===== src/common/apb_pkg.sv =====
`default_nettype none

package apb_pkg;

    // bus geometry, one word per access
    localparam int addr_width = 32;
    localparam int data_width = 32;
    localparam int strb_width = data_width / 8;

    // requester-side drive of one APB port
    typedef struct packed {
        logic [addr_width-1:0] paddr;
        logic                  psel;
        logic                  penable;
        logic [2:0]            pprot;
        logic                  pwrite;
        logic [data_width-1:0] pwdata;
        logic [strb_width-1:0] pstrb;
    } apb_req_t;

    // completer-side reply
    typedef struct packed {
        logic                  pready;
        logic [data_width-1:0] prdata;
        logic                  pslverr;
    } apb_rsp_t;

    // one register command from the core side
    typedef struct packed {
        logic [addr_width-1:0] addr;
        logic                  write;
        logic [data_width-1:0] wdata;
        logic [strb_width-1:0] strb;
    } cmd_t;

    // result handed back to the core side
    typedef struct packed {
        logic [data_width-1:0] rdata;
        logic                  err;
    } rsp_t;

endpackage

`default_nettype wire


===== src/common/delay_pkg.sv =====
`default_nettype none

package delay_pkg;

    // fraction bits of the clock ratio, 1.0 == 1024
    localparam int ratio_frac_bits = 10;

    // unsigned 6.10 fixed point, core cycles per device cycle
    typedef logic [15:0] ratio_t;

    // idle until a setup phase shows up
    // active while the downstream access runs
    // delay while the scaled wait time is paid off
    typedef enum logic [1:0] {
        idle,
        active,
        delay
    } delay_state_t;

endpackage

`default_nettype wire


===== src/apb_delayer/apb_delayer.sv =====
`timescale 1ns/1ps
`default_nettype none

module apb_delayer #(
    parameter delay_pkg::ratio_t delay_ratio = 16'd2048
) (
    input  logic              clock,
    input  logic              reset,
    input  apb_pkg::apb_req_t up_req,
    output apb_pkg::apb_rsp_t up_rsp,
    output apb_pkg::apb_req_t dn_req,
    input  apb_pkg::apb_rsp_t dn_rsp
);
    import apb_pkg::*;
    import delay_pkg::*;

    delay_state_t          state;
    logic [31:0]           acc;
    logic [31:0]           countdown;
    logic [data_width-1:0] prdata_q;
    logic                  pslverr_q;
    logic                  block;
    logic                  start;
    logic                  dn_done;
    logic                  release_rsp;

    // setup phase of a new upstream transfer
    assign start = (state == idle) && up_req.psel && !up_req.penable;

    // downstream finished, the slave answered in this cycle
    assign dn_done = (state == active) && dn_rsp.pready;

    // scaled wait paid off
    assign release_rsp = (state == delay) && (countdown == '0);

    // everything passes through except the select, which is held off
    // once the slave has answered so it never sees a second access
    always_comb begin
        dn_req         = up_req;
        dn_req.psel    = up_req.psel && !block;
        dn_req.penable = up_req.penable && !block;
    end

    always_ff @(posedge clock) begin
        if (reset) begin
            state <= idle;
        end else begin
            case (state)
                idle: begin
                    if (start) begin
                        state <= active;
                    end
                end
                active: begin
                    if (dn_rsp.pready) begin
                        state <= delay;
                    end
                end
                delay: begin
                    if (countdown == '0) begin
                        state <= idle;
                    end
                end
                default: begin
                    state <= idle;
                end
            endcase
        end
    end

    // accumulate ratio per downstream wait cycle, then count down the integer part
    always_ff @(posedge clock) begin
        if (reset) begin
            acc       <= '0;
            countdown <= '0;
        end else begin
            if (start) begin
                acc <= '0;
            end else if ((state == active) && !dn_rsp.pready) begin
                acc <= acc + 32'(delay_ratio);
            end

            if (dn_done) begin
                countdown <= acc >> ratio_frac_bits;
            end else if ((state == delay) && (countdown != '0)) begin
                countdown <= countdown - 32'd1;
            end
        end
    end

    // slave answer parked until release
    always_ff @(posedge clock) begin
        if (dn_done) begin
            prdata_q  <= dn_rsp.prdata;
            pslverr_q <= dn_rsp.pslverr;
        end
    end

    always_ff @(posedge clock) begin
        if (reset) begin
            block <= 1'b0;
        end else if (dn_done) begin
            block <= 1'b1;
        end else if (!up_req.psel) begin
            block <= 1'b0;
        end
    end

    // one-cycle registered response upstream, zero data otherwise
    always_ff @(posedge clock) begin
        if (reset) begin
            up_rsp <= '0;
        end else begin
            up_rsp.pready  <= release_rsp;
            up_rsp.prdata  <= release_rsp ? prdata_q : '0;
            up_rsp.pslverr <= release_rsp && pslverr_q;
        end
    end

    // slave must stay deselected while the delay runs
    a_no_sel_in_delay: assert property (
        @(posedge clock) disable iff (reset)
        (state == delay) |-> !dn_req.psel
    ) else $error("downstream select during delay");

endmodule

`default_nettype wire


===== src/hdl/apb_delay_top.sv =====
`timescale 1ns/1ps
`default_nettype none

module apb_delay_top #(
    parameter delay_pkg::ratio_t delay_ratio = 16'd2048,
    parameter int                num_regs    = 15
) (
    input  logic          clock,
    input  logic          reset,
    input  logic          cmd_valid,
    input  apb_pkg::cmd_t cmd,
    output logic          cmd_ready,
    output logic          rsp_valid,
    output apb_pkg::rsp_t rsp,
    input  logic          rsp_ready
);
    import apb_pkg::*;

    // core side of the delayer
    apb_req_t up_req;
    apb_rsp_t up_rsp;

    // device side of the delayer
    apb_req_t dn_req;
    apb_rsp_t dn_rsp;

    apb_requester u_requester (
        .clock     (clock),
        .reset     (reset),
        .cmd_valid (cmd_valid),
        .cmd       (cmd),
        .cmd_ready (cmd_ready),
        .rsp_valid (rsp_valid),
        .rsp       (rsp),
        .rsp_ready (rsp_ready),
        .up_req    (up_req),
        .up_rsp    (up_rsp)
    );

    apb_delayer #(
        .delay_ratio (delay_ratio)
    ) u_delayer (
        .clock  (clock),
        .reset  (reset),
        .up_req (up_req),
        .up_rsp (up_rsp),
        .dn_req (dn_req),
        .dn_rsp (dn_rsp)
    );

    apb_reg_slave #(
        .num_regs (num_regs)
    ) u_slave (
        .clock (clock),
        .reset (reset),
        .req   (dn_req),
        .rsp   (dn_rsp)
    );

endmodule

`default_nettype wire


===== src/hdl/apb_reg_slave.sv =====
`timescale 1ns/1ps
`default_nettype none

module apb_reg_slave #(
    parameter int num_regs = 15
) (
    input  logic              clock,
    input  logic              reset,
    input  apb_pkg::apb_req_t req,
    output apb_pkg::apb_rsp_t rsp
);
    import apb_pkg::*;

    localparam int idx_width = $clog2(num_regs + 1);

    logic [data_width-1:0] regs [num_regs];
    logic [7:0]            wait_states;
    logic [7:0]            wait_cnt;
    logic [addr_width-3:0] word_idx;
    logic [idx_width-1:0]  reg_idx;
    logic                  in_range;
    logic                  is_wait_reg;
    logic                  access;
    logic                  done;
    logic [data_width-1:0] rd_value;

    // word addressing, byte offset ignored
    assign word_idx    = req.paddr[addr_width-1:2];
    assign reg_idx     = word_idx[idx_width-1:0];
    assign in_range    = (word_idx <= num_regs);
    assign is_wait_reg = (word_idx == num_regs);

    assign access = req.psel && req.penable;
    assign done   = access && (wait_cnt == '0);

    always_comb begin
        rd_value = '0;
        if (is_wait_reg) begin
            rd_value = {{(data_width-8){1'b0}}, wait_states};
        end else if (in_range) begin
            rd_value = regs[reg_idx];
        end
    end

    // reply only in the completing cycle
    assign rsp.pready  = done;
    assign rsp.prdata  = (done && !req.pwrite) ? rd_value : '0;
    assign rsp.pslverr = done && !in_range;

    // wait count loaded in setup, so a new wait value applies from the next access
    always_ff @(posedge clock) begin
        if (reset) begin
            wait_cnt <= '0;
        end else if (req.psel && !req.penable) begin
            wait_cnt <= wait_states;
        end else if (access && (wait_cnt != '0)) begin
            wait_cnt <= wait_cnt - 8'd1;
        end
    end

    always_ff @(posedge clock) begin
        if (reset) begin
            for (int i = 0; i < num_regs; i++) begin
                regs[i] <= '0;
            end
            wait_states <= '0;
        end else if (done && req.pwrite && in_range) begin
            if (is_wait_reg) begin
                // only the low byte is implemented
                if (req.pstrb[0]) begin
                    wait_states <= req.pwdata[7:0];
                end
            end else begin
                for (int b = 0; b < strb_width; b++) begin
                    if (req.pstrb[b]) begin
                        regs[reg_idx][8*b +: 8] <= req.pwdata[8*b +: 8];
                    end
                end
            end
        end
    end

    // APB framing as seen at the slave, after the delayer's select blocking
    a_enable_needs_sel: assert property (
        @(posedge clock) disable iff (reset)
        req.penable |-> req.psel
    ) else $error("penable without psel at slave");

endmodule

`default_nettype wire


===== src/hdl/apb_requester.sv =====
`timescale 1ns/1ps
`default_nettype none

module apb_requester (
    input  logic              clock,
    input  logic              reset,
    input  logic              cmd_valid,
    input  apb_pkg::cmd_t     cmd,
    output logic              cmd_ready,
    output logic              rsp_valid,
    output apb_pkg::rsp_t     rsp,
    input  logic              rsp_ready,
    output apb_pkg::apb_req_t up_req,
    input  apb_pkg::apb_rsp_t up_rsp
);
    import apb_pkg::*;

    typedef enum logic [1:0] {
        idle,
        setup,
        access,
        hold
    } req_state_t;

    req_state_t state;
    cmd_t       cmd_q;
    logic       psel_q;
    logic       penable_q;
    logic       capture;

    // one command in flight, accept only when fully idle
    assign cmd_ready = (state == idle);

    // completion seen in an access cycle
    assign capture = (state == access) && penable_q && up_rsp.pready;

    // bus drive comes from registers, so it is stable across wait cycles
    always_comb begin
        up_req.paddr   = cmd_q.addr;
        up_req.psel    = psel_q;
        up_req.penable = penable_q;
        up_req.pprot   = 3'b000;
        up_req.pwrite  = cmd_q.write;
        up_req.pwdata  = cmd_q.write ? cmd_q.wdata : '0;
        up_req.pstrb   = cmd_q.write ? cmd_q.strb : '0;
    end

    always_ff @(posedge clock) begin
        if (reset) begin
            state     <= idle;
            psel_q    <= 1'b0;
            penable_q <= 1'b0;
            rsp_valid <= 1'b0;
        end else begin
            case (state)
                idle: begin
                    if (cmd_valid) begin
                        state <= setup;
                    end
                end
                // psel rises on leaving this state
                setup: begin
                    psel_q <= 1'b1;
                    state  <= access;
                end
                access: begin
                    if (!penable_q) begin
                        penable_q <= 1'b1;
                    end else if (up_rsp.pready) begin
                        psel_q    <= 1'b0;
                        penable_q <= 1'b0;
                        rsp_valid <= 1'b1;
                        state     <= hold;
                    end
                end
                hold: begin
                    // result waits here under back-pressure
                    if (rsp_ready) begin
                        rsp_valid <= 1'b0;
                        state     <= idle;
                    end
                end
                default: begin
                    state <= idle;
                end
            endcase
        end
    end

    always_ff @(posedge clock) begin
        if (cmd_valid && cmd_ready) begin
            cmd_q <= cmd;
        end
        if (capture) begin
            rsp.rdata <= up_rsp.prdata;
            rsp.err   <= up_rsp.pslverr;
        end
    end

    // address, direction and data hold until the transfer completes
    a_req_stable: assert property (
        @(posedge clock) disable iff (reset)
        (up_req.psel && !up_rsp.pready) |=>
            (up_req.psel &&
             $stable({up_req.paddr, up_req.pwrite, up_req.pwdata, up_req.pstrb}))
    ) else $error("apb request changed before pready");

endmodule

`default_nettype wire

===== config.mk =====
export PLATFORM = sky130hd
export DESIGN_NAME = apb_delay_top
export DESIGN_NICKNAME = d
export VERILOG_FILES = /design/src/common/apb_pkg.sv /design/src/common/delay_pkg.sv /design/src/apb_delayer/apb_delayer.sv /design/src/hdl/apb_delay_top.sv /design/src/hdl/apb_reg_slave.sv /design/src/hdl/apb_requester.sv
export SDC_FILE = /design/constraint.sdc
export NUM_CORES = 1
export LEC_CHECK = 0
export BUFFER_PORTS_ARGS = -buffer_cell sky130_fd_sc_hd__buf_2
export CAP_MARGIN = 20
export CORE_MARGIN = 2
export CORE_UTILIZATION = 45
export DETAILED_ROUTE_END_ITERATION = 6
export PLACE_DENSITY = 0.7
export SYNTH_ARGS = -nofsm -noshare
export SYNTH_HDL_FRONTEND = slang
export SYNTH_HIERARCHICAL = 1
export SYNTH_SLANG_ARGS = --single-unit

===== constraint.sdc =====
create_clock -name clock -period 5.7 [get_ports clock]
set_clock_uncertainty 0.2 [all_clocks]
set_input_delay 1.14 -clock clock [delete_from_list [all_inputs] [get_ports clock]]
set_output_delay 1.14 -clock clock [all_outputs]
set_load 0.05 [all_outputs]

==> impl_metrics.json, run 1 <==
{
  "status": "finished, final reports clean",
  "crit_family": "simple AND/OR/NAND/NOR gates",
  "fillCellCount": 6088,
  "tightestPinTransition_ns": 1.072,
  "final_nets": 2464,
  "antenna_found_initial": 2,
  "critical_path_class": "reg2reg",
  "intPower_mw": 10.13,
  "r2r_end": "u_slave/regs[10][19]$_SDFFCE_PN0P_",
  "grt_pass1_vias": 19718,
  "cts_setup_buffers": 0,
  "dp_hpwl_um": 48530,
  "cts_buffers": 78,
  "combPwrFrac_pct": 14.1,
  "cts_resized": 0,
  "rows": 100,
  "root_buffer": "clkbuf_16",
  "port-buffer-count": 105,
  "cts_tree": "built",
  "relSlewSlack_pct": 28.56,
  "place.gp.congestion": 0.8565,
  "worstHoldEndpoint": "u_requester/rsp[8]$_DFFE_PP_",
  "swShare_pct": 24.93,
  "syn_to_final_growth_pct": 10.22,
  "path_cells": "nor2b_1 > and4bb_2 > nand3_4 > or3_1 > buf_4 > or4_1 > nor2_1",
  "insertion_delay_ns": 0.62,
  "path_max_fanout": 35,
  "hold_buffers": 0,
  "cap_violations": 0,
  "die_h_um": 277.2,
  "drive_gt1_share_pct": 31.97,
  "peakVddDrop_mv": 0.1782,
  "cts_sinks": 755,
  "worstPathArrival_ns": 4.28,
  "finalCriticalPeriod_ns": 4.041,
  "switchingPower_mw": 3.364,
  "report.final.slew_viol_count": 0,
  "drt-wirelength-per-cell_um": 22.22,
  "crit_slowest_cell": "or4_1",
  "setup_viol": 0,
  "core_um2": 74200,
  "path_clk_slew_ns": 0.06,
  "start_kind": "register",
  "netlist_instances": 2368,
  "grt_pass1_wl_um": 115500,
  "final_area_um2": 37030,
  "p_leak_nw": 12.52,
  "fin_tns_setup_ns": 0,
  "r2r_cells": 7,
  "die_w_um": 277.2,
  "worstHoldStart": "u_delayer/up_rsp[8]$_SDFF_PP0_",
  "routed_wirelength_um": 75770,
  "hold_viol": 0,
  "dieArea_um2": 76850,
  "final_antenna_net_count": 0,
  "rsz0062_at_grt": "no",
  "dr.first_iter.drc_count": 1632,
  "grt_usage_pct": 19.73,
  "htree_levels": 3,
  "power_density_nw_per_um2": 364.5,
  "synth_area_um2": 33590,
  "avgSynthCellArea_um2": 14.19,
  "synth_warnings": 6,
  "pin_count": 108,
  "p_clk_share_pct": 37.9,
  "vias_per_cell": 5.613,
  "cp.buffers_inverters": 1,
  "place_area_um2": 34450,
  "grt_max_degree": 70,
  "grt-ovfl-total": 0,
  "worstPathRequired_ns": 5.94,
  "hold_class": "reg2reg",
  "worst-r2r-setup-slack_ns": 1.66,
  "start_util_pct": 45.27,
  "holdPathStages": 0,
  "worst_r2r_startpoint": "u_requester/penable_q$_SDFFE_PP0N_",
  "timing.fmax_ghz": 0.2475,
  "ctsLongestPathBuffers": 3,
  "cp-end-kind": "register",
  "fin_crit_sh_pct": 70.89,
  "via_count": 19140,
  "drc": 0,
  "slowest_delay_ns": 1.00,
  "first_pass_iters": 5,
  "power_frac_seq_pct": 47.9
}
[flip-flops by register name, summed over array words and instances, names as in the netlist, 21 cells and up]
register / flops
u_requester/up_req: 31
u_delayer/up_rsp: 34
u_delayer/acc: 21
u_delayer/countdown: 32
u_requester/rsp: 33
u_requester/cmd_q: 36
u_delayer/prdata_q: 32
u_slave/regs: 511
[final cells by class]
type | count | area (um^2) | share of cell area (%)
Sequential cell | 755 | 21560 | 58.23
Tap cell | 969 | 1212 | 3.274
Inverter | 16 | 60.06 | 0.1622
Multi-Input combinational cell | 1322 | 10310 | 27.83
Timing Repair Buffer | 209 | 1316 | 3.555
Clock buffer | 107 | 2162 | 5.839
Antenna cell | 1 | 2.502 | 0.006758
Clock inverter | 31 | 406.6 | 1.098
[worst max path at each step]
stage                     slack, ns                                from  cells after the start                             endpoint
final                          1.66  u_requester/penable_q$_SDFFE_PP0N_                      7   u_slave/regs[10][19]$_SDFFCE_PN0P_
after global routing           1.47  u_requester/penable_q$_SDFFE_PP0N_                      7   u_slave/regs[12][18]$_SDFFCE_PN0P_
after CTS                      1.67  u_requester/penable_q$_SDFFE_PP0N_                      7   u_slave/regs[10][19]$_SDFFCE_PN0P_
after detailed placement       1.73  u_requester/penable_q$_SDFFE_PP0N_                      7   u_slave/regs[10][19]$_SDFFCE_PN0P_
after global placement         1.85  u_requester/penable_q$_SDFFE_PP0N_                      7   u_slave/regs[10][14]$_SDFFCE_PN0P_
after floorplan                2.11  u_requester/penable_q$_SDFFE_PP0N_                     12  u_delayer/countdown[7]$_SDFFE_PP0P_
[cells in the final DEF, fill, tap and decap left out, types with 79 or more instances in the layout]
cell type	instances
nand2_1	81
buf_4	102
and2_1	96
edfxtp_1	644
nor2_1	279
nor2_2	270
buf_2	106
clkbuf_16	79
mux4_2	153
dfxtp_1	111
[metal layers]
metal / vias up / global-route usage, % / wire length (um)
met1: 9741 / 24.91 / 29160
met4: 2 / 7.846 / 2322
met3: 123 / 3.071 / 5072
met5: - / 0 / 16
li1: 8566 / - / -
met2: 708 / 34.12 / 39190
[stage by stage]
step           setup slack, ns  hold WS, ns  power [mW]  utilization (%)  std cells
2_1_floorplan            2.114       0.1855       8.048                -       2398
6_report                 1.659       0.1977       13.50            49.90       3410
4_1_cts                  1.674       0.1972       13.62            49.89       3408
5_1_grt                  1.467       0.2044       13.96            49.90       3409
3_3_place_gp             1.846       0.1870       8.452            46.43       3270
3_5_place_dp             1.732       0.1887       8.503            46.43       3270
[power groups by stage]
stage	clock (mW)	sequential, mW	combinational, mW
6_report	5.12	6.47	1.91
5_1_grt	5.43	6.50	2.04
4_1_cts	5.22	6.47	1.92
3_5_place_dp	0	6.59	1.92
3_3_place_gp	0	6.57	1.88
2_1_floorplan	0	6.50	1.55
Note: power is estimated with default switching activity, not from simulation.
==> run 2, diff against run 1 <==
Clock period 5.7 ns to 4.2 ns, I/O delays scaled along.
==> impl_metrics.json, run 2 (synthesized netlist as in run 1, its figures left out) <==
{
  "largest-register": "u_slave/regs",
  "worstHoldStart": "cmd[14]",
  "root_buffer": "clkbuf_16",
  "reg_top3": "u_slave/regs (511), u_requester/cmd_q (36), u_delayer/up_rsp (34)",
  "rows": 100,
  "cp-end-kind": "register",
  "largest_reg_flops": 511,
  "status": "finished, final reports clean",
  "layout_common_cells": "644 x edfxtp_1, 279 x nor2_1, 270 x nor2_2",
  "vias_per_cell": 5.661,
  "worstHoldEndpoint": "u_requester/cmd_q[14]$_DFFE_PP_",
  "crit_slowest_cell": "o21bai_1",
  "report.final.slew_viol_count": 0,
  "dp_hpwl_um": 49740,
  "path_clk_slew_ns": 0.06,
  "tightestPinTransition_ns": 1.057,
  "cts_resized": 0,
  "die_w_um": 277.2,
  "cp_common_cell": "buf_4",
  "hold_class": "in2reg",
  "via_count": 19412,
  "r2r_cells": 8,
  "p_leak_nw": 12.65,
  "final_nets": 2476,
  "cts_buffers": 77,
  "routed_wirelength_um": 76990,
  "p_total_mw": 18.67,
  "mostFrequentLayoutCell": "edfxtp_1",
  "worstPathArrival_ns": 3.69,
  "cts_setup_buffers": 0,
  "worstPathRequired_ns": 4.24,
  "pin_count": 108,
  "cp-startpoint": "u_requester/penable_q$_SDFFE_PP0N_",
  "die_h_um": 277.2,
  "cts_tree": "built",
  "dieArea_um2": 76850,
  "start_kind": "register",
  "finalCriticalPeriod_ns": 3.657,
  "cts_sinks": 755,
  "final_antenna_net_count": 0,
  "hold_viol": 0,
  "path_max_fanout": 12,
  "grt-ovfl-total": 0,
  "syn_to_final_growth_pct": 11.05,
  "drc": 0,
  "htree_levels": 3,
  "first_pass_iters": 7,
  "place.gp.congestion": 0.8035,
  "drive_gt1_share_pct": 32.26,
  "timing.fmax_ghz": 0.2734,
  "grt_usage_pct": 20.03,
  "antenna_found_initial": 2,
  "grt_pass1_wl_um": 117700,
  "r2r_end": "u_slave/regs[14][24]$_SDFFCE_PN0P_",
  "peakVddDrop_mv": 0.3143,
  "start_util_pct": 45.27,
  "hold_buffers": 0,
  "insertion_delay_ns": 0.63,
  "port-buffer-count": 105,
  "grt_max_degree": 108,
  "drt-wirelength-per-cell_um": 22.45,
  "fin_tns_setup_ns": 0,
  "cap_violations": 0,
  "ctsLongestPathBuffers": 3,
  "worst_r2r_startpoint": "u_requester/penable_q$_SDFFE_PP0N_",
  "slowest_delay_ns": 0.90,
  "grt_pass1_vias": 19893,
  "dr.first_iter.drc_count": 1773,
  "path_cells": "nor2b_1 > buf_4 > and4bb_2 > nand3_4 > nor3_1 > buf_4 > nand3_1 > o21bai_1",
  "setup_viol": 0,
  "hold_slack_ns": 0.1918,
  "power_density_nw_per_um2": 500.5,
  "holdPathStages": 1,
  "critical_path_class": "reg2reg",
  "relSlewSlack_pct": 29.55,
  "fin_crit_sh_pct": 87.07,
  "rsz0062_at_grt": "no",
  "core_um2": 74200,
  "worst-r2r-setup-slack_ns": 0.54
}
run 2: cell types whose count changed in the layout (fill, tap and decap cells not counted), sizes merged:
cell	previous run	this run
buf	209	222
bufinv	9	13
clkbuf	107	104
clkinv	20	21
diode	1	2
inv	17	20
run 2: worst max-delay path, delay by kind of cell (launching register included):
family / cells / cell delay [ns]
flip-flops: 1 / 0.49
buffers and inverters: 2 / 0.40
AO/OA/AOI/OAI: 1 / 0.90
AND/OR/NAND/NOR: 5 / 1.25
run 2: area by class of cell:
type,count,area [um^2]
Sequential cell,755,21560
Clock buffer,104,2132
Fill cell,6112,36890
Multi-Input combinational cell,1322,10310
Clock inverter,39,540.5
Timing Repair Buffer,222,1489
Antenna cell,2,5.005
Inverter,16,60.06
Tap cell,969,1212
run 2: stage by stage:
stage / area, um^2 / cells / setup slack [ns] / util (%)
5_1_grt: 37300 / 3428 / 0.2762 / 50.28
4_1_cts: 37300 / 3426 / 0.5169 / 50.27
3_5_place_dp: 34620 / 3283 / 0.5524 / 46.66
6_report: 37310 / 3429 / 0.5429 / 50.28
2_1_floorplan: 33700 / 2398 / 0.6136 / -
3_3_place_gp: 34620 / 3283 / 0.6565 / 46.66
run 2: layer usage:
metal	GRT usage [%]	vias up	part of all wire, %
li1	-	8583	-
met1	25.14	9852	39
met2	34.36	804	51
met3	4.007	171	7.5
met4	7.455	2	3.4
met5	0	-	0.021
run 2: where the power goes:
part	switching, mW	total [mW]	internal [mW]	leakage [nW]
combinational	1.58	2.65	1.07	3.78
sequential	0.217	8.78	8.56	7.57
clock	2.86	7.24	4.38	1.30
total	4.66	18.7	14.0	12.6
run 2: worst max-delay path by stage:
stage / end / depth (start not counted)
after floorplan: u_delayer/countdown[7]$_SDFFE_PP0P_ / 12
after global placement: u_slave/regs[14][24]$_SDFFCE_PN0P_ / 8
after detailed placement: u_slave/regs[14][24]$_SDFFCE_PN0P_ / 8
after CTS: u_slave/regs[14][24]$_SDFFCE_PN0P_ / 8
after global routing: u_slave/regs[14][24]$_SDFFCE_PN0P_ / 8
final: u_slave/regs[14][24]$_SDFFCE_PN0P_ / 8
